## src/lcd_consts.svh

```systemverilog
`ifndef LCD_CONSTS_SVH
`define LCD_CONSTS_SVH

// screen geometry
`define LCD_TILE_ROWS 4
`define LCD_TILE_COLS 8
`define LCD_HALF_COLS 64
`define LCD_PAGES 8

// receiver depths of the credit streams
`define LCD_TILE_CREDITS 2
`define LCD_BYTE_CREDITS 4

`define LCD_EN_CYCLES 4 // enable high time in clocks

// KS0108 commands, address goes into the low bits of page and column
`define LCD_CMD_DISPLAY_ON 8'h3F
`define LCD_CMD_PAGE_BASE 8'hB8
`define LCD_CMD_COLUMN_BASE 8'h40

// glyph bit row*16+col, so the first hex group is row 15
`define GLYPH_NONE 256'h0
`define GLYPH_SMILE \
	256'h07E018182004400247E288119009800180014812481240022004181807E00000
`define GLYPH_ANGRY \
	256'h07E0181820044002481287E18001800180014812481251AA2004181807E00000
`define GLYPH_SLEEPY \
	256'h07E01818200440024002818180018001800150BA400240022004181807E00000
`define GLYPH_SHINE \
	256'h07E018182004400247E288119FF980018001481251AA48122004181807E00000
`define GLYPH_LOVE \
	256'h07E018182004400247E28811800180018811463257EA46322004181807E00000
`define GLYPH_SAD \
	256'h07E018182004400250088811840180018001481248124002200418180FE00000
`define GLYPH_LIKE \
	256'h07E018182004400243C2842187E180018001481248124002200418180FE00000
`define GLYPH_WINK \
	256'h07E018182004400247E28811900980018001507240124002200418180FE00000

// arrows and digits
`define GLYPH_ARROW_UP \
	256'h00000180018001800180018001800180018001801FF80FF007E003C001800000
`define GLYPH_ARROW_DOWN \
	256'h0000018003C007E00FF01FF80180018001800180018001800180018001800000
`define GLYPH_ARROW_LEFT \
	256'h00000000000000000020003000387FFC7FFC0038003000200000000000000000
`define GLYPH_ARROW_RIGHT \
	256'h00000000000000000400_0C001C003FFE3FFE1C000C0004000000000000000000
`define GLYPH_DIGIT_1 \
	256'h0000000007E001800180018001800180018001800180_01A001C0018000000000
`define GLYPH_DIGIT_2 \
	256'h000000000FF000300030006000C0018003000600_0C000C000C3007E000000000
`define GLYPH_DIGIT_3 \
	256'h00000000000007E00C300C000C00060003C00600_0C000C000C3007E000000000

`endif
```

## src/lcd_pkg.sv

```systemverilog
package lcd_pkg;

	typedef enum logic [7:0] {
		FONT_NONE = 8'd0,
		FONT_SMILE,
		FONT_ANGRY,
		FONT_SLEEPY,
		FONT_SHINE,
		FONT_LOVE,
		FONT_SAD,
		FONT_LIKE,
		FONT_WINK,
		FONT_ARROW_UP,
		FONT_ARROW_DOWN,
		FONT_ARROW_LEFT,
		FONT_ARROW_RIGHT,
		FONT_DIGIT_1,
		FONT_DIGIT_2,
		FONT_DIGIT_3
	} font_code_e;

	typedef logic [255:0] glyph_t; // bit row*16+col

	typedef struct packed {
		font_code_e font;
		logic [1:0] tile_row;
		logic [2:0] tile_col;
	} tile_req_t;

	typedef struct packed {
		glyph_t glyph;
		logic [1:0] tile_row;
		logic [2:0] tile_col;
	} glyph_req_t;

	typedef struct packed {
		logic [7:0] data;
		logic half;
		logic [2:0] page;
		logic [5:0] column;
		logic last; // final byte of the frame
	} lcd_byte_t;

	typedef enum logic [1:0] {DISPLAY_ON, SET_PAGE, SET_COLUMN, WRITE_DATA} lcd_cmd_e;

	typedef enum logic [1:0] {IDLE, SETUP, STROBE, HOLD} bus_state_e;

endpackage

```

## src/lcd_if.sv

```systemverilog
`timescale 1ns/10ps

interface tile_if #(
	parameter int DEPTH = 2
);
	import lcd_pkg::*;

	localparam int CW = $clog2(DEPTH + 1);
	localparam logic [CW-1:0] FULL = CW'(DEPTH);

	logic valid;
	tile_req_t payload;
	logic credit_return;
	logic [CW-1:0] credits; // kept by the sender

	modport sender (output valid, payload, credits, input credit_return);
	modport receiver (input valid, payload, output credit_return);
endinterface

interface glyph_if #(
	parameter int DEPTH = 1
);
	import lcd_pkg::*;

	localparam int CW = $clog2(DEPTH + 1);
	localparam logic [CW-1:0] FULL = CW'(DEPTH);

	logic valid;
	glyph_req_t payload;
	logic credit_return;
	logic [CW-1:0] credits;

	modport sender (output valid, payload, credits, input credit_return);
	modport receiver (input valid, payload, output credit_return);
endinterface

interface byte_if #(
	parameter int DEPTH = 4
);
	import lcd_pkg::*;

	localparam int CW = $clog2(DEPTH + 1);
	localparam logic [CW-1:0] FULL = CW'(DEPTH);

	logic valid;
	lcd_byte_t payload;
	logic credit_return;
	logic [CW-1:0] credits;

	modport sender (output valid, payload, credits, input credit_return);
	modport receiver (input valid, payload, output credit_return);
endinterface

```

## src/lcd_top.sv

```systemverilog
`timescale 1ns/10ps
`include "lcd_consts.svh"

module lcd_top (
	input logic clk,
	input logic arst_n,
	input logic map_we,
	input logic [1:0] map_row,
	input logic [2:0] map_col,
	input lcd_pkg::font_code_e map_font,
	input logic refresh,
	output logic busy,
	output logic [1:0] lcd_cs,
	output logic lcd_rs,
	output logic lcd_rw,
	output logic lcd_en,
	output logic [7:0] lcd_data
);

	tile_if #(.DEPTH(`LCD_TILE_CREDITS)) tile_bus ();
	glyph_if #(.DEPTH(1)) glyph_bus (); // serializer holds one glyph
	byte_if #(.DEPTH(`LCD_BYTE_CREDITS)) byte_bus ();

	logic writer_busy;
	logic frame_pend; // refresh taken, first byte not at the writer yet

	assign busy = writer_busy | frame_pend;

	always_ff @(posedge clk or negedge arst_n) begin
		if (!arst_n)
			frame_pend <= 1'b0;
		else if (writer_busy)
			frame_pend <= 1'b0;
		else if (refresh)
			frame_pend <= 1'b1;
	end

	tile_scanner u_scanner (.clk(clk), .arst_n(arst_n), .map_we(map_we), .map_row(map_row),
		.map_col(map_col), .map_font(map_font), .refresh(refresh), .frame_busy(busy),
		.tile(tile_bus.sender));

	lcd_decoder u_decoder (.clk(clk), .arst_n(arst_n), .tile(tile_bus.receiver),
		.glyph(glyph_bus.sender));

	glyph_serializer u_serializer (.clk(clk), .arst_n(arst_n), .glyph(glyph_bus.receiver),
		.bytes(byte_bus.sender));

	lcd_bus_writer u_writer (.clk(clk), .arst_n(arst_n), .bytes(byte_bus.receiver),
		.busy(writer_busy), .lcd_cs(lcd_cs), .lcd_rs(lcd_rs), .lcd_rw(lcd_rw),
		.lcd_en(lcd_en), .lcd_data(lcd_data));

endmodule

```

## src/lcd_bus_writer.sv

```systemverilog
`timescale 1ns/10ps
`include "lcd_consts.svh"

module lcd_bus_writer (
	input logic clk,
	input logic arst_n,
	byte_if.receiver bytes,
	output logic busy,
	output logic [1:0] lcd_cs,
	output logic lcd_rs,
	output logic lcd_rw,
	output logic lcd_en,
	output logic [7:0] lcd_data
);
	import lcd_pkg::*;

	localparam int AW = $clog2(`LCD_BYTE_CREDITS);
	localparam int EW = $clog2(`LCD_EN_CYCLES);
	localparam logic [EW-1:0] EN_LAST = EW'(`LCD_EN_CYCLES - 1);

	lcd_byte_t fifo_q [`LCD_BYTE_CREDITS];
	logic [AW-1:0] wp;
	logic [AW-1:0] rp;
	logic [AW:0] count;
	lcd_byte_t head;
	logic push;
	logic pop;
	logic start;

	bus_state_e state;
	lcd_cmd_e next_cmd;
	logic [EW-1:0] en_cnt;
	logic [1:0] init_cnt; // display-on commands sent
	logic end_q; // this transaction closes init or frame

	logic [2:0] page_q [2];
	logic [5:0] col_q [2]; // next column the panel will write
	logic [1:0] page_ok;
	logic [1:0] col_ok;

	assign head = fifo_q[rp];
	assign push = bytes.valid;
	assign start = (state == IDLE) && ((init_cnt != 2'd2) || (count != '0));
	assign pop = start && (next_cmd == WRITE_DATA);
	assign bytes.credit_return = pop;

	assign lcd_en = (state == STROBE);
	assign lcd_rw = 1'b0; // write only

	always_comb begin
		next_cmd = WRITE_DATA;
		if (init_cnt != 2'd2)
			next_cmd = DISPLAY_ON;
		else if (!page_ok[head.half] || (page_q[head.half] != head.page))
			next_cmd = SET_PAGE;
		else if (!col_ok[head.half] || (col_q[head.half] != head.column))
			next_cmd = SET_COLUMN;
	end

	always_ff @(posedge clk) begin
		if (push) fifo_q[wp] <= bytes.payload;
		if (start) begin
			case (next_cmd)
				DISPLAY_ON: lcd_data <= `LCD_CMD_DISPLAY_ON;
				SET_PAGE: begin
					lcd_data <= `LCD_CMD_PAGE_BASE | {5'd0, head.page};
					page_q[head.half] <= head.page;
				end
				SET_COLUMN: begin
					lcd_data <= `LCD_CMD_COLUMN_BASE | {2'd0, head.column};
					col_q[head.half] <= head.column;
				end
				default: begin
					lcd_data <= head.data;
					col_q[head.half] <= head.column + 6'd1; // panel auto-increment
				end
			endcase
		end
	end

	always_ff @(posedge clk or negedge arst_n) begin
		if (!arst_n) begin
			wp <= '0;
			rp <= '0;
			count <= '0;
		end else begin
			if (push) wp <= wp + 1'b1;
			if (pop) rp <= rp + 1'b1;
			case ({push, pop})
				2'b10: count <= count + 1'b1;
				2'b01: count <= count - 1'b1;
				default: count <= count;
			endcase
		end
	end

	always_ff @(posedge clk or negedge arst_n) begin
		if (!arst_n) begin
			state <= IDLE;
			en_cnt <= '0;
			init_cnt <= 2'd0;
			end_q <= 1'b0;
			lcd_cs <= 2'b00;
			lcd_rs <= 1'b0;
			page_ok <= 2'b00;
			col_ok <= 2'b00;
			busy <= 1'b1;
		end else begin
			if ((state == HOLD) && end_q)
				busy <= 1'b0;
			else if (push)
				busy <= 1'b1;
			case (state)
				IDLE: if (start) begin
					state <= SETUP;
					lcd_cs <= {head.half, ~head.half};
					lcd_rs <= (next_cmd == WRITE_DATA);
					end_q <= 1'b0;
					case (next_cmd)
						DISPLAY_ON: begin
							lcd_cs <= init_cnt[0] ? 2'b10 : 2'b01;
							init_cnt <= init_cnt + 2'd1;
							end_q <= init_cnt[0];
						end
						SET_PAGE: page_ok[head.half] <= 1'b1;
						SET_COLUMN: col_ok[head.half] <= 1'b1;
						default: end_q <= head.last;
					endcase
				end
				SETUP: begin
					state <= STROBE;
					en_cnt <= '0;
				end
				STROBE: begin
					if (en_cnt == EN_LAST) state <= HOLD;
					en_cnt <= en_cnt + 1'b1;
				end
				default: state <= IDLE;
			endcase
		end
	end

endmodule

```

## src/glyph_serializer.sv

```systemverilog
`timescale 1ns/10ps
`include "lcd_consts.svh"

module glyph_serializer (
	input logic clk,
	input logic arst_n,
	glyph_if.receiver glyph,
	byte_if.sender bytes
);
	import lcd_pkg::*;

	localparam logic [1:0] LAST_ROW = 2'(`LCD_TILE_ROWS - 1);
	localparam logic [2:0] LAST_COL = 3'(`LCD_TILE_COLS - 1);

	glyph_t glyph_q;
	logic [1:0] row_q;
	logic [2:0] col_q;
	logic full;
	logic [4:0] idx; // {sub-page, column in glyph}
	logic send;
	logic last_byte;
	logic [7:0] data;

	assign send = full && (bytes.credits != '0);
	assign last_byte = (idx == 5'd31);

	// bit k is pixel row sub*8+k of the current column
	always_comb begin
		for (int k = 0; k < 8; k++) begin
			data[k] = glyph_q[{idx[4], 3'(k), idx[3:0]}];
		end
	end

	always_ff @(posedge clk) begin
		if (glyph.valid) begin
			glyph_q <= glyph.payload.glyph;
			row_q <= glyph.payload.tile_row;
			col_q <= glyph.payload.tile_col;
		end
		if (send) begin
			bytes.payload <= '{data: data, half: col_q[2], page: {row_q, idx[4]},
				column: {col_q[1:0], idx[3:0]},
				last: last_byte && (row_q == LAST_ROW) && (col_q == LAST_COL)};
		end
	end

	always_ff @(posedge clk or negedge arst_n) begin
		if (!arst_n) begin
			full <= 1'b0;
			idx <= '0;
			bytes.valid <= 1'b0;
			bytes.credits <= bytes.FULL;
			glyph.credit_return <= 1'b0;
		end else begin
			bytes.valid <= send;
			glyph.credit_return <= send && last_byte; // glyph fully sent
			if (glyph.valid) begin
				full <= 1'b1;
				idx <= '0;
			end else if (send) begin
				idx <= idx + 5'd1;
				if (last_byte) full <= 1'b0;
			end
			case ({send, bytes.credit_return})
				2'b10: bytes.credits <= bytes.credits - 1'b1;
				2'b01: bytes.credits <= bytes.credits + 1'b1;
				default: bytes.credits <= bytes.credits;
			endcase
		end
	end

endmodule

```

## src/lcd_decoder.sv

```systemverilog
`timescale 1ns/10ps
`include "lcd_consts.svh"

module lcd_decoder (
	input logic clk,
	input logic arst_n,
	tile_if.receiver tile,
	glyph_if.sender glyph
);
	import lcd_pkg::*;

	glyph_t look;
	glyph_req_t res_q [2];
	logic wp;
	logic rp;
	logic [1:0] count;
	logic push;
	logic pop;

	always_comb begin
		case (tile.payload.font)
			FONT_NONE: look = `GLYPH_NONE;
			FONT_SMILE: look = `GLYPH_SMILE;
			FONT_ANGRY: look = `GLYPH_ANGRY;
			FONT_SLEEPY: look = `GLYPH_SLEEPY;
			FONT_SHINE: look = `GLYPH_SHINE;
			FONT_LOVE: look = `GLYPH_LOVE;
			FONT_SAD: look = `GLYPH_SAD;
			FONT_LIKE: look = `GLYPH_LIKE;
			FONT_WINK: look = `GLYPH_WINK;
			FONT_ARROW_UP: look = `GLYPH_ARROW_UP;
			FONT_ARROW_DOWN: look = `GLYPH_ARROW_DOWN;
			FONT_ARROW_LEFT: look = `GLYPH_ARROW_LEFT;
			FONT_ARROW_RIGHT: look = `GLYPH_ARROW_RIGHT;
			FONT_DIGIT_1: look = `GLYPH_DIGIT_1;
			FONT_DIGIT_2: look = `GLYPH_DIGIT_2;
			FONT_DIGIT_3: look = `GLYPH_DIGIT_3;
			default: look = `GLYPH_NONE; // unknown code shows blank
		endcase
	end

	assign push = tile.valid;
	assign pop = (count != 2'd0) && (glyph.credits != '0);

	assign glyph.valid = pop;
	assign glyph.payload = res_q[rp];
	assign tile.credit_return = pop; // slot freed

	always_ff @(posedge clk) begin
		if (push) begin
			res_q[wp] <= '{glyph: look, tile_row: tile.payload.tile_row,
				tile_col: tile.payload.tile_col};
		end
	end

	always_ff @(posedge clk or negedge arst_n) begin
		if (!arst_n) begin
			wp <= 1'b0;
			rp <= 1'b0;
			count <= 2'd0;
			glyph.credits <= glyph.FULL;
		end else begin
			if (push) wp <= ~wp;
			if (pop) rp <= ~rp;
			case ({push, pop})
				2'b10: count <= count + 2'd1;
				2'b01: count <= count - 2'd1;
				default: count <= count;
			endcase
			case ({pop, glyph.credit_return})
				2'b10: glyph.credits <= glyph.credits - 1'b1;
				2'b01: glyph.credits <= glyph.credits + 1'b1;
				default: glyph.credits <= glyph.credits;
			endcase
		end
	end

endmodule

```

## src/tile_scanner.sv

```systemverilog
`timescale 1ns/10ps
`include "lcd_consts.svh"

module tile_scanner (
	input logic clk,
	input logic arst_n,
	input logic map_we,
	input logic [1:0] map_row,
	input logic [2:0] map_col,
	input lcd_pkg::font_code_e map_font,
	input logic refresh,
	input logic frame_busy,
	tile_if.sender tile
);
	import lcd_pkg::*;

	localparam int TILES = `LCD_TILE_ROWS * `LCD_TILE_COLS;
	localparam logic [4:0] LAST_TILE = 5'(TILES - 1);

	font_code_e map_q [TILES];
	logic active;
	logic [4:0] idx; // {row, col}, row-major walk
	logic send;

	assign send = active && (tile.credits != '0);

	always_ff @(posedge clk or negedge arst_n) begin
		if (!arst_n) begin
			for (int i = 0; i < TILES; i++) begin
				map_q[i] <= FONT_NONE;
			end
		end else if (map_we) begin
			map_q[{map_row, map_col}] <= map_font;
		end
	end

	always_ff @(posedge clk or negedge arst_n) begin
		if (!arst_n) begin
			active <= 1'b0;
			idx <= '0;
		end else if (send) begin
			idx <= idx + 5'd1;
			active <= (idx != LAST_TILE); // stop after the last tile
		end else if (refresh && !frame_busy && !active) begin
			active <= 1'b1;
			idx <= '0;
		end
	end

	always_ff @(posedge clk or negedge arst_n) begin
		if (!arst_n) begin
			tile.valid <= 1'b0;
			tile.credits <= tile.FULL;
		end else begin
			tile.valid <= send;
			case ({send, tile.credit_return})
				2'b10: tile.credits <= tile.credits - 1'b1;
				2'b01: tile.credits <= tile.credits + 1'b1;
				default: tile.credits <= tile.credits;
			endcase
		end
	end

	always_ff @(posedge clk) begin
		if (send) begin
			tile.payload <= '{font: map_q[idx], tile_row: idx[4:3], tile_col: idx[2:0]};
		end
	end

endmodule

```

## config.mk

```make
export PLATFORM = sky130hd
export DESIGN_NAME = lcd_top
export DESIGN_NICKNAME = d
export VERILOG_FILES = /design/src/lcd_pkg.sv /design/src/lcd_if.sv /design/src/lcd_top.sv /design/src/lcd_bus_writer.sv /design/src/glyph_serializer.sv /design/src/lcd_decoder.sv /design/src/tile_scanner.sv
export VERILOG_INCLUDE_DIRS = /design/src /design/src/src
export SDC_FILE = /design/constraint.sdc
export NUM_CORES = 1
export LEC_CHECK = 0
export ABC_CLOCK_PERIOD_IN_PS = 6600
export BUFFER_PORTS_ARGS = -buffer_cell sky130_fd_sc_hd__buf_4
export CORE_MARGIN = 8
export CORE_UTILIZATION = 56
export CTS_CLUSTER_DIAMETER = 80
export DETAILED_ROUTE_END_ITERATION = 16
export PLACE_DENSITY = 0.72
export SLEW_MARGIN = 0
export SYNTH_ARGS = -nofsm -noshare
export SYNTH_HDL_FRONTEND = slang
export SYNTH_MEMORY_MAX_BITS = 65536
export SYNTH_SLANG_ARGS = --single-unit
```

## constraint.sdc

```tcl
create_clock -name clk -period 6.6 [get_ports clk]
set_input_delay 1.98 -clock clk [delete_from_list [all_inputs] [get_ports clk]]
set_output_delay 1.98 -clock clk [all_outputs]
set_load 0.02 [all_outputs]
```

* Word level (Yosys, flattened, before mapping)
Memory sizes are Yosys's and may differ from the RTL's. A register that Yosys moved wholly into a read port is not among the register bits. Cells that the tools add are included.
Cells by class: add/subtract/negate cells 17, $lt $le $gt $ge 13, equal/unequal tests 26, mux-type cells 73, bitwise gates (word level) 9, reduce and logical (&&, ||, !) cells 46
Operator list (number):
- $bwmux W256 | 1
- $mux W256 | 1
- $lt A8 B9 Y1 const B | 8
- $bmux W1 S5 | 8
- $bmux W8 S5 | 1
- $demux W8 S5 | 1
- $mux W1 | 36
- $reduce_bool A2 Y1 | 13
- $mux W8 | 3
- $pmux W8 S3 | 1
- $eq A2 B2 Y1 const B | 11
- $mux W5 | 4
- $eq A2 B1 Y1 const B | 7
- $logic_and A1 B1 Y1 | 13
- $add A2 B1 Y2 const B | 6
- $ge A6 B6 Y1 const B | 2
- $mux W2 | 6
- $not A5 Y6 | 2
- $pmux W2 S2 | 3
- $pmux W3 S2 | 2
- $add A5 B1 Y5 const B | 2
- $reduce_and A3 Y1 | 3
- $add A3 B1 Y3 const B | 2
- $add A6 B1 Y6 const B | 1
- other kinds (30) | 47
Storage, ports and cells: register bits 344, memory bits (writable) 616, bits in read-only memories 2592, input bits 17, output and inout port bits 14, word-level logic and storage cells 256, memories kept 5
Memories:
- (no name shown) | depth 16, bits a word 162, read ports 1, clocked after memory_dff 1, write ports 0, line lcd_decoder.sv:21 | case (tile.payload.font)
- u_decoder.res_q | depth 2, bits a word 261, read ports 1, clocked after memory_dff 1, write ports 1, line lcd_decoder.sv:13 | glyph_req_t res_q [2];
- u_writer.fifo_q | depth 4, bits a word 19, read ports 1, clocked after memory_dff 0, write ports 1, line lcd_bus_writer.sv:21 | lcd_byte_t fifo_q [`LCD_BYTE_CREDITS];
- u_writer.col_q | depth 2, bits a word 6, read ports 1, clocked after memory_dff 0, write ports 1, line lcd_bus_writer.sv:37 | logic [5:0] col_q [2];
- u_writer.page_q | depth 2, bits a word 3, read ports 1, clocked after memory_dff 0, write ports 1, line lcd_bus_writer.sv:36 | logic [2:0] page_q [2];

* Depth between registers and ports, before layout
Gate-level depths: netlist of run 1. An unclocked memory read counts as a cell.
depth in word-level cells 14, gate-level depth with buffers 15, depth with buffers taken out 14

* Cells and area by module
From an unflattened synthesis of run 1, not the netlist that was laid out.
Unflattened totals: cell total of the unflattened synthesis 2211, area total of the unflattened synthesis 37030.5 µm²
Modules (own cells, without submodules):
- tile_scanner | times used 1, cells each 749, area an instance 12455.7 µm², seq. area each 7023.0 µm²
- glyph_serializer | times used 1, cells each 512, area an instance 11163.2 µm², seq. area each 8684.6 µm²
- lcd_decoder | times used 1, cells each 633, area an instance 8169.1 µm², seq. area each 4750.8 µm²
- lcd_bus_writer | times used 1, cells each 314, area an instance 5201.2 µm², seq. area each 3614.7 µm²
- lcd_top | times used 1, cells each 3, area an instance 41.3 µm², seq. area each 25.0 µm²

* Worst setup path before layout of run 1
No wires, ideal clock.
path type flip-flop to flip-flop, start point register u_scanner.tile.valid, end point memory u_decoder.res_q[0][0] (netlist bit), enable pin, library setup time 0.514 ns, data arrival time 3.643 ns, required time 6.086 ns, slack 2.444 ns, stages on the path, launching flop included 3, buffers on the path 0, period minus slack after synthesis 4.156 ns, path through dfrtp_1 > inv_1 > nor2_1
On the way: cells in the longest elaborated chain, start to end 2
Ends and longest elaborated chain:
- start, declared | line lcd_if.sv:16 | modport sender (output valid, payload, credits, input credit_return);
- start signal, assigned | line tile_scanner.sv:55 | tile.valid <= send;
- $mux W1 | line lcd_decoder.sv:50 | if (push) begin
- $mux W1 (not written as such) | line lcd_decoder.sv:51 | res_q[wp] <= '{glyph: look, tile_row: tile.payload.tile_row,
- end, declared | line lcd_decoder.sv:13
No other way between the ends.

* Worst setup path after layout of run 1
start point register u_writer.rp[0], end point register u_writer.count[2]
On the way: cells in the longest elaborated chain, start to end 12, elaborated cells on any way between the ends 22, those cells by class eq/ne (5); mux (8); reduce/logical (6); memory (3)
Ends and longest elaborated chain:
- start, declared | line lcd_bus_writer.sv:23 | logic [AW-1:0] rp;
- start signal, assigned | line lcd_bus_writer.sv:88 | if (pop) rp <= rp + 1'b1;
- $mem_v2 Z4 W19 (*)
- branches (longest 5 deep; another with $mem_v2 Z2 W6)
- $mux W2 (*) | line lcd_bus_writer.sv:54 | else if (!page_ok[head.half] || (page_q[head.half] != head.page))
- $mux W2 (*) | line lcd_bus_writer.sv:52 | if (init_cnt != 2'd2)
- $eq A2 B2 Y1 (*) | line lcd_bus_writer.sv:44 | assign pop = start && (next_cmd == WRITE_DATA);
- $logic_and A1 B1 Y1 (*) | line lcd_bus_writer.sv:44
- named net byte_bus.credit_return | line lcd_if.sv:47 | logic credit_return;
- $eq A2 B1 Y1 or $eq A2 B2 Y1 (tied branches) | line lcd_bus_writer.sv:89 | case ({push, pop})
- $pmux W3 S2 or $reduce_bool A2 Y1 (tied branches)
- end signal, assigned | line lcd_bus_writer.sv:90 | 2'b10: count <= count + 1'b1;
- end signal, assigned | line lcd_bus_writer.sv:91 | 2'b01: count <= count - 1'b1;
- end signal, assigned | line lcd_bus_writer.sv:92 | default: count <= count;
- end, declared | line lcd_bus_writer.sv:24 | logic [AW:0] count;
Mark *: on every way through the listed nets, which the timed path passes. The select of a mux whose other input is x is not followed. A chain may end at the register's enable or synchronous reset.

==> flow_results.xml, run 1 <==
<?xml version="1.0" encoding="UTF-8"?>
<metrics>
  <group name="pwr">
    <metric name="power.leakage" unit="nW">13.2</metric>
    <metric name="p_per_area" unit="mW/mm^2">296</metric>
    <metric name="max_rail_drop_vdd" unit="mV">0.185</metric>
  </group>
  <group name="clocking">
    <metric name="tritoncts" unit="">done</metric>
    <metric name="cts-hold-fix-buffers" unit="">0</metric>
    <metric name="cts_repair_resize_count" unit="">0</metric>
    <metric name="clock_path_buffers" unit="">3</metric>
    <metric name="clk_transition_reported_paths" unit="ns">0.06</metric>
    <metric name="cts_made_buffers" unit="">77</metric>
    <metric name="insertion_delay" unit="ns">0.61</metric>
    <metric name="htree_levels" unit="">3</metric>
    <metric name="cts.repair_timing.setup_buffer_count" unit="">0</metric>
    <metric name="clock_sink_count" unit="">741</metric>
    <metric name="cts.root.buffer_cell" unit="">clkbuf_16</metric>
  </group>
  <group name="run">
    <metric name="timing.max_cap.violations" unit="">0</metric>
  </group>
  <group name="worst_setup_path">
    <metric name="crit_path_start_kind" unit="">register</metric>
    <metric name="crit_required" unit="ns">7.13</metric>
    <metric name="start_to_end_type_of_the_worst_setup_path" unit="">reg -&gt; reg</metric>
    <metric name="critical_path_arrival" unit="ns">4.87</metric>
    <metric name="crit_fanout" unit="">14</metric>
    <metric name="cp-end-kind" unit="">register</metric>
  </group>
  <group name="global_routing">
    <metric name="grt_first_pass_wirelength" unit="mm">99.0</metric>
    <metric name="grt_start_max_net_pins" unit="">110</metric>
    <metric name="grt_antenna_before_repair" unit="">0</metric>
    <metric name="grt_busiest_layer" unit="">met2</metric>
    <metric name="grt_util_all_layers" unit="%">20.0</metric>
    <metric name="grt_util_met3" unit="%">3.41</metric>
    <metric name="met2_usage" unit="%">33.6</metric>
    <metric name="grt_pass1_vias" unit="">17305</metric>
    <metric name="global_route.usage.met1" unit="%">26.6</metric>
    <metric name="overflow" unit="">0</metric>
  </group>
  <group name="logic_synthesis">
    <metric name="syn_inst" unit="">2021</metric>
    <metric name="yosysSeqAreaShare" unit="%">64.6</metric>
    <metric name="synth_cell_type_count" unit="">69</metric>
    <metric name="syn_avg_cell_area" unit="um^2">15.3</metric>
    <metric name="post_synth_edffs" unit="">365</metric>
    <metric name="yosysWarnings" unit="">0</metric>
    <metric name="synth.cell_area" unit="mm^2">0.0310</metric>
    <metric name="syn-num-nets" unit="">2067</metric>
    <metric name="synthDominantAreaCellType" unit="">edfxtp_1</metric>
    <metric name="yosys-top-cells-area" unit="">edfxtp_1, dfrtp_1, mux2_2</metric>
    <metric name="synth-async-reset-ratio" unit="%">41.0</metric>
    <metric name="synth_seq_cells" unit="">741</metric>
    <metric name="post-synth-top-area-fraction" unit="%">35.4</metric>
    <metric name="top_reg_cell_synth" unit="">edfxtp_1</metric>
  </group>
  <group name="final_layout">
    <metric name="mostFrequentLayoutCells" unit="">edfxtp_1, mux2_2, dfrtp_1</metric>
    <metric name="layoutNonFillerInstCount" unit="">2798</metric>
    <metric name="final_nets" unit="">2080</metric>
    <metric name="most_common_cell_after_layout_fill_and_taps_aside" unit="">edfxtp_1</metric>
    <metric name="share_of_final_layout_standard_cells_stronger_than_drive_strength_1" unit="%">30.1</metric>
    <metric name="layout-area-overhead-vs-synth" unit="%">10.5</metric>
    <metric name="antennaDiodeCount" unit="">0</metric>
  </group>
  <group name="die">
    <metric name="start_util" unit="%">56.4</metric>
    <metric name="die_w" unit="um">251</metric>
    <metric name="std_cell_rows" unit="">86</metric>
    <metric name="floorplan_die_area" unit="mm^2">0.0631</metric>
    <metric name="io-pin-count" unit="">31</metric>
    <metric name="core_area" unit="mm^2">0.0549</metric>
    <metric name="die_h" unit="um">251</metric>
  </group>
  <group name="timing">
    <metric name="report.final.slew_viol_count" unit="">0</metric>
    <metric name="tightestPinTransition" unit="ns">1.16</metric>
    <metric name="final_hold_viol_count" unit="">0</metric>
    <metric name="timing.setup.tns" unit="ns">0</metric>
    <metric name="rsz0062_at_grt" unit="">false</metric>
    <metric name="final_setup_vio_count" unit="">0</metric>
    <metric name="fin_worst_hold_slack" unit="ns">0.417</metric>
    <metric name="slew_headroom" unit="%">22.7</metric>
    <metric name="final_period_minus_worst_setup_slack" unit="ns">4.34</metric>
    <metric name="post-route-period-util" unit="%">65.8</metric>
    <metric name="max_clock_freq" unit="MHz">230</metric>
    <metric name="fin_skew" unit="ns">0.0155</metric>
  </group>
  <group name="min_path">
    <metric name="timing.hold.worst.class" unit="">reg -&gt; reg</metric>
  </group>
  <group name="detailed_routing">
    <metric name="finalWirelength" unit="mm">62.4</metric>
    <metric name="route.antenna.remaining_nets" unit="">0</metric>
    <metric name="detail_route.vias_per_cell" unit="">5.95</metric>
    <metric name="vias" unit="">16636</metric>
    <metric name="drt_pass1_iterations" unit="">7</metric>
    <metric name="drcViolationCount" unit="">0</metric>
    <metric name="number_of_violations_reported_at_the_end_of_detailed_routing_iteration_0" unit="">1282</metric>
    <metric name="wl_per_cell" unit="um">22.3</metric>
  </group>
  <group name="place">
    <metric name="place.port_buffers" unit="">29</metric>
    <metric name="final_estimated_routing_congestion_in_global_placement" unit="">0.816</metric>
    <metric name="numPlacedInstances" unit="">2659</metric>
    <metric name="dp_hpwl" unit="mm">39.2</metric>
  </group>
  <group name="run_status">
    <metric name="status" unit="">complete, no violations</metric>
  </group>
</metrics>
[state kept, by name (all words and copies together) (netlist names), 3 cells and up, named ones only]
register / count
u_scanner.map_q: 256
u_writer.fifo_q: 76
u_serializer.col_q: 3
u_serializer.idx: 5
u_serializer.bytes.payload: 19
u_serializer.glyph_q: 72
u_decoder.res_q: 154
u_writer.lcd_data: 8
u_scanner.idx: 5
u_writer.page_q: 6
u_writer.count: 3
u_serializer.bytes.credits: 3
u_writer.col_q: 12
u_scanner.tile.payload: 13
[metal layers]
layer | part of all wire [%] | vias to the layer above
met5 | 0 | -
met4 | 2.6 | 0
met3 | 4.3 | 108
met2 | 50 | 419
met1 | 43 | 8549
li1 | - | 7560
[critical path, cell delays in order, from the launching register on]
cell,delay [ns]
dfrtp_1,0.75
buf_4,0.37
mux4_2,0.74
mux2i_1,0.19
xnor2_1,0.17
a2111oi_4,0.45
nand4_2,0.30
inv_1,0.16
ha_1,0.20
inv_1,0.07
fa_1,0.43
xor2_1,0.15
nor2_1,0.11
xor2_1,0.16
[through the flow]
step	total power, W	setup WS (ns)	utilization [%]	instance area [um^2]
6_report	0.0101	2.26	62.4	34200
5_1_grt	0.0105	1.82	62.4	34200
4_1_cts	0.0102	2.21	62.4	34200
3_5_place_dp	0.00607	2.23	57.9	31800
3_3_place_gp	0.00602	2.25	57.9	31800
2_1_floorplan	0.00584	2.44	-	31000
[cell type report]
class / instances / area (um^2)
clock buffer: 108 / 2120
clock inverter: 31 / 309
fill: 3996 / 20700
inverter: 38 / 143
multi-input combinational: 1125 / 10300
sequential: 741 / 20000
tap: 704 / 881
timing repair buffer: 51 / 403
[report_power, final]
part / switching (W) / total (W) / internal (W)
Clock: 0.00176 / 0.00415 / 0.00239
Sequential: 0.000163 / 0.00528 / 0.00512
Combinational: 0.000286 / 0.000687 / 0.000401
Total: 0.00221 / 0.0101 / 0.00791
[Yosys cell counts (3+ instances only)]
library cell  number
edfxtp_1         365
mux2_2           347
dfrtp_1          300
nand2_1          101
mux4_2            86
and2_1            83
nor2_1            82
clkbuf_1          78
dfxtp_1           72
a21oi_1           55
mux2i_1           54
o21ai_0           50
inv_1             36
ha_1              27
o221ai_1          23
xor2_1            21
buf_2             20
nand2b_1          17
xnor2_1           17
nand3_1           12
buf_1             11
nor2b_1           11
nor3_1            11
a21o_1            10
o22ai_1           10
or2_2             10
a31oi_1            9
a22o_1             7
and3_1             7
nand3b_1           7
o31ai_1            7
nor3b_1            6
buf_4              5
a211oi_1           4
a22oi_1            4
dfstp_2            4
o2bb2ai_1          4
a311oi_1           3
o211ai_1           3
o21ai_1            3
[logic make-up (layout without fill, tap and decap cells)]
group	after synthesis	after routing	synth area share, %
buffers and inverters	155	228	2.07
AO/OA/AOI/OAI	214	214	4.61
XOR/XNOR	38	38	1.07
multiplexers	487	487	20.6
AND/OR/NAND/NOR	356	356	5.75
adder cells (fa/ha/maj)	29	29	1.22
flip-flops	741	741	64.6
other	1	1	0.0121
[path summary, 6_finish.rpt]
path	start	endpoint	slack [ns]	depth (start not counted)
max	u_writer.rp[0]	u_writer.count[2]	2.26	13
min	u_serializer.glyph.credit_return	u_decoder.glyph.credits	0.42	1
min in group asynchronous	arst_n	u_decoder.rp	1.34	1
min reg2reg	u_serializer.glyph.credit_return	u_decoder.glyph.credits	0.42	1
max reg2reg	u_writer.rp[0]	u_writer.count[2]	2.26	13
max in group asynchronous	arst_n	u_scanner.map_q[59]	3.91	2
No activity file was read; power rests on OpenSTA's default activity.
==> inputs of run 2 (changes only) <==
--- a/config.mk
+++ b/config.mk
@@ -6,7 +6,7 @@
 export SDC_FILE = /design/constraint.sdc
 export NUM_CORES = 1
 export LEC_CHECK = 0
-export ABC_CLOCK_PERIOD_IN_PS = 6600
+export ABC_CLOCK_PERIOD_IN_PS = 4100
 export BUFFER_PORTS_ARGS = -buffer_cell sky130_fd_sc_hd__buf_4
 export CORE_MARGIN = 8
 export CORE_UTILIZATION = 56
==> constraint.sdc (replaced) <==
create_clock -name clk -period 4.1 [get_ports clk]
set_input_delay 1.23 -clock clk [delete_from_list [all_inputs] [get_ports clk]]
set_output_delay 1.23 -clock clk [all_outputs]
set_load 0.02 [all_outputs]
==> flow_results.xml, run 2 (synthesis results as in run 1) <==
<?xml version="1.0" encoding="UTF-8"?>
<metrics>
  <group name="run_status">
    <metric name="status" unit="">complete, no violations</metric>
  </group>
  <group name="worst_setup_path">
    <metric name="cpLargestDelayFamily" unit="">simple AND/OR/NAND/NOR gates</metric>
    <metric name="crit_fanout" unit="">8</metric>
    <metric name="cp-end-kind" unit="">register</metric>
    <metric name="crit_path_start_kind" unit="">register</metric>
    <metric name="critPathBufInv" unit="">3</metric>
    <metric name="crit_path_cell_trace" unit="">buf_4 &gt; mux4_2 &gt; xor2_1 &gt; o32ai_1 &gt; and3_1 &gt; nand4_2 &gt; inv_1 &gt; ha_1 &gt; inv_1 &gt; fa_1 &gt; xor2_1 &gt; nor2_1 &gt; xor2_1</metric>
    <metric name="worst_path_most_repeated_cell" unit="">xor2_1</metric>
    <metric name="worst-r2r-cell-count" unit="">13</metric>
    <metric name="start_to_end_type_of_the_worst_setup_path" unit="">reg -&gt; reg</metric>
    <metric name="slowest_stage" unit="">mux4_2</metric>
    <metric name="critical_path_arrival" unit="ns">4.22</metric>
    <metric name="critical-path-max-stage-delay" unit="ns">0.59</metric>
    <metric name="crit_required" unit="ns">4.63</metric>
    <metric name="path_depth" unit="">13</metric>
  </group>
  <group name="timing">
    <metric name="post-route-period-util" unit="%">89.9</metric>
    <metric name="report.final.slew_viol_count" unit="">0</metric>
    <metric name="tightestPinTransition" unit="ns">1.10</metric>
    <metric name="final_setup_vio_count" unit="">0</metric>
    <metric name="final_hold_viol_count" unit="">0</metric>
    <metric name="max_clock_freq" unit="MHz">271</metric>
    <metric name="rsz0062_at_grt" unit="">false</metric>
    <metric name="slew_headroom" unit="%">26.7</metric>
    <metric name="timing.setup.tns" unit="ns">0</metric>
    <metric name="final_period_minus_worst_setup_slack" unit="ns">3.69</metric>
    <metric name="fin_skew" unit="ns">0.0211</metric>
  </group>
  <group name="place">
    <metric name="final_estimated_routing_congestion_in_global_placement" unit="">0.868</metric>
    <metric name="place.port_buffers" unit="">29</metric>
    <metric name="dp_hpwl" unit="mm">40.9</metric>
    <metric name="post_dp_cell_area" unit="mm^2">0.0320</metric>
  </group>
  <group name="pwr">
    <metric name="power.switching_fraction" unit="%">21.3</metric>
    <metric name="power_frac_comb" unit="%">6.8</metric>
    <metric name="seqPwrFrac" unit="%">51.7</metric>
    <metric name="power.leakage" unit="nW">13.4</metric>
    <metric name="p_per_area" unit="mW/mm^2">476</metric>
    <metric name="max_rail_drop_vdd" unit="mV">0.486</metric>
    <metric name="switching_power" unit="W">0.00351</metric>
    <metric name="power_total" unit="W">0.0165</metric>
    <metric name="clock_power_share" unit="%">41.5</metric>
    <metric name="internal_power" unit="W">0.0129</metric>
  </group>
  <group name="die">
    <metric name="io-pin-count" unit="">31</metric>
    <metric name="die_h" unit="um">251</metric>
    <metric name="floorplan_die_area" unit="mm^2">0.0631</metric>
    <metric name="core_area" unit="mm^2">0.0549</metric>
    <metric name="die_w" unit="um">251</metric>
    <metric name="std_cell_rows" unit="">86</metric>
    <metric name="start_util" unit="%">56.4</metric>
  </group>
  <group name="clocking">
    <metric name="htree_levels" unit="">3</metric>
    <metric name="clock_sink_count" unit="">741</metric>
    <metric name="cts_made_buffers" unit="">77</metric>
    <metric name="cts-hold-fix-buffers" unit="">0</metric>
    <metric name="cts.repair_timing.setup_buffer_count" unit="">0</metric>
    <metric name="clk_transition_reported_paths" unit="ns">0.06</metric>
    <metric name="cts_repair_resize_count" unit="">0</metric>
    <metric name="clock_path_buffers" unit="">3</metric>
    <metric name="tritoncts" unit="">done</metric>
    <metric name="insertion_delay" unit="ns">0.61</metric>
    <metric name="cts.root.buffer_cell" unit="">clkbuf_16</metric>
  </group>
  <group name="global_routing">
    <metric name="grt_pass1_vias" unit="">17298</metric>
    <metric name="grt_util_all_layers" unit="%">20.0</metric>
    <metric name="grt_start_max_net_pins" unit="">109</metric>
    <metric name="grt_antenna_before_repair" unit="">0</metric>
    <metric name="overflow" unit="">0</metric>
    <metric name="grt_first_pass_wirelength" unit="mm">99.4</metric>
  </group>
  <group name="min_path">
    <metric name="timing.hold.worst.class" unit="">reg -&gt; reg</metric>
    <metric name="timing.hold.worst_path_depth" unit="">1</metric>
  </group>
  <group name="final_layout">
    <metric name="share_of_final_layout_standard_cells_stronger_than_drive_strength_1" unit="%">30.8</metric>
    <metric name="final_design_area_no_fill" unit="mm^2">0.0346</metric>
    <metric name="layout-area-overhead-vs-synth" unit="%">11.6</metric>
    <metric name="largestRegisters" unit="">u_scanner.map_q: 256 flops, u_decoder.res_q: 154 flops, u_writer.fifo_q: 76 flops</metric>
    <metric name="nFillCells" unit="">3988</metric>
    <metric name="final_nets" unit="">2105</metric>
    <metric name="antennaDiodeCount" unit="">0</metric>
    <metric name="most_common_cell_after_layout_fill_and_taps_aside" unit="">edfxtp_1</metric>
    <metric name="top_register" unit="">u_scanner.map_q</metric>
    <metric name="largest_register_ffs" unit="">256</metric>
    <metric name="mostFrequentLayoutCells" unit="">edfxtp_1, mux2_2, dfrtp_1</metric>
  </group>
  <group name="detailed_routing">
    <metric name="wl_per_cell" unit="um">22.2</metric>
    <metric name="drt_pass1_iterations" unit="">5</metric>
    <metric name="route.antenna.remaining_nets" unit="">0</metric>
    <metric name="detail_route.vias_per_cell" unit="">5.91</metric>
    <metric name="number_of_violations_reported_at_the_end_of_detailed_routing_iteration_0" unit="">1218</metric>
    <metric name="finalWirelength" unit="mm">62.8</metric>
    <metric name="vias" unit="">16689</metric>
    <metric name="drcViolationCount" unit="">0</metric>
  </group>
  <group name="run">
    <metric name="timing.max_cap.violations" unit="">0</metric>
  </group>
</metrics>
[run 2: cell count changes in the layout (fill, tap and decap cells not counted), sizes merged]
| cell | before | now |
|---|---|---|
| buf | 51 | 76 |
| inv | 41 | 39 |
| clkinvlp | 3 | 1 |
| clkbuf | 108 | 116 |
| clkinv | 22 | 20 |
[run 2: power groups by stage]
stage	registers (W)	logic, W	clock network (W)
finish	0.00850	0.00112	0.00683
global route	0.00856	0.00122	0.00726
CTS	0.00850	0.00114	0.00695
detailed placement	0.00865	0.00113	0
global placement	0.00861	0.00109	0
floorplan	0.00854	0.000864	0
[run 2: final cells by class]
type | instances | area, um^2 | area share [%]
sequential | 741 | 20000 | 58.0
timing repair buffer | 76 | 653 | 1.89
multi-input combinational | 1125 | 10300 | 29.9
clock inverter | 25 | 229 | 0.663
clock buffer | 116 | 2280 | 6.60
tap | 704 | 881 | 2.55
inverter | 38 | 143 | 0.413
[run 2: final timing paths]
kind | start | endpoint | slack, ns
setup / recovery | u_writer.rp[0] | u_writer.count[2] | 0.41
setup reg to reg | u_writer.rp[0] | u_writer.count[2] | 0.41
max in group asynchronous | arst_n | u_scanner.map_q[206] | 2.48
min in group asynchronous | arst_n | u_scanner.map_q[108] | 0.59
hold reg to reg | u_serializer.glyph.credit_return | u_decoder.glyph.credits | 0.41
hold / removal | u_serializer.glyph.credit_return | u_decoder.glyph.credits | 0.41
[run 2: worst register-to-register path, stage by stage (launching register included)]
cell     delay (ns)
dfrtp_1        0.44
buf_4          0.24
mux4_2         0.59
xor2_1         0.17
o32ai_1        0.28
and3_1         0.34
nand4_2        0.28
inv_1          0.17
ha_1           0.19
inv_1          0.07
fa_1           0.43
xor2_1         0.15
nor2_1         0.12
xor2_1         0.16
[run 2: stage by stage]
stage	hold slack (ns)	util [%]	setup WS (ns)	cells
6_report	0.412	63.0	0.414	2825
5_1_grt	0.434	63.0	0.0923	2825
4_1_cts	0.417	63.0	0.358	2825
3_5_place_dp	0.406	58.4	0.404	2684
3_3_place_gp	0.401	58.4	0.486	2684
2_1_floorplan	0.387	-	0.204	2021
[run 2: layer usage]
layer | routed length (um) | part of all wire [%] | vias to the layer above | global-route usage (%)
li1 | - | - | 7583 | -
met1 | 26600 | 42 | 8604 | 26.2
met2 | 31600 | 50 | 395 | 33.9
met3 | 2840 | 4.5 | 107 | 3.39
met4 | 1780 | 2.8 | 0 | 7.08
met5 | 0 | 0 | - | 0
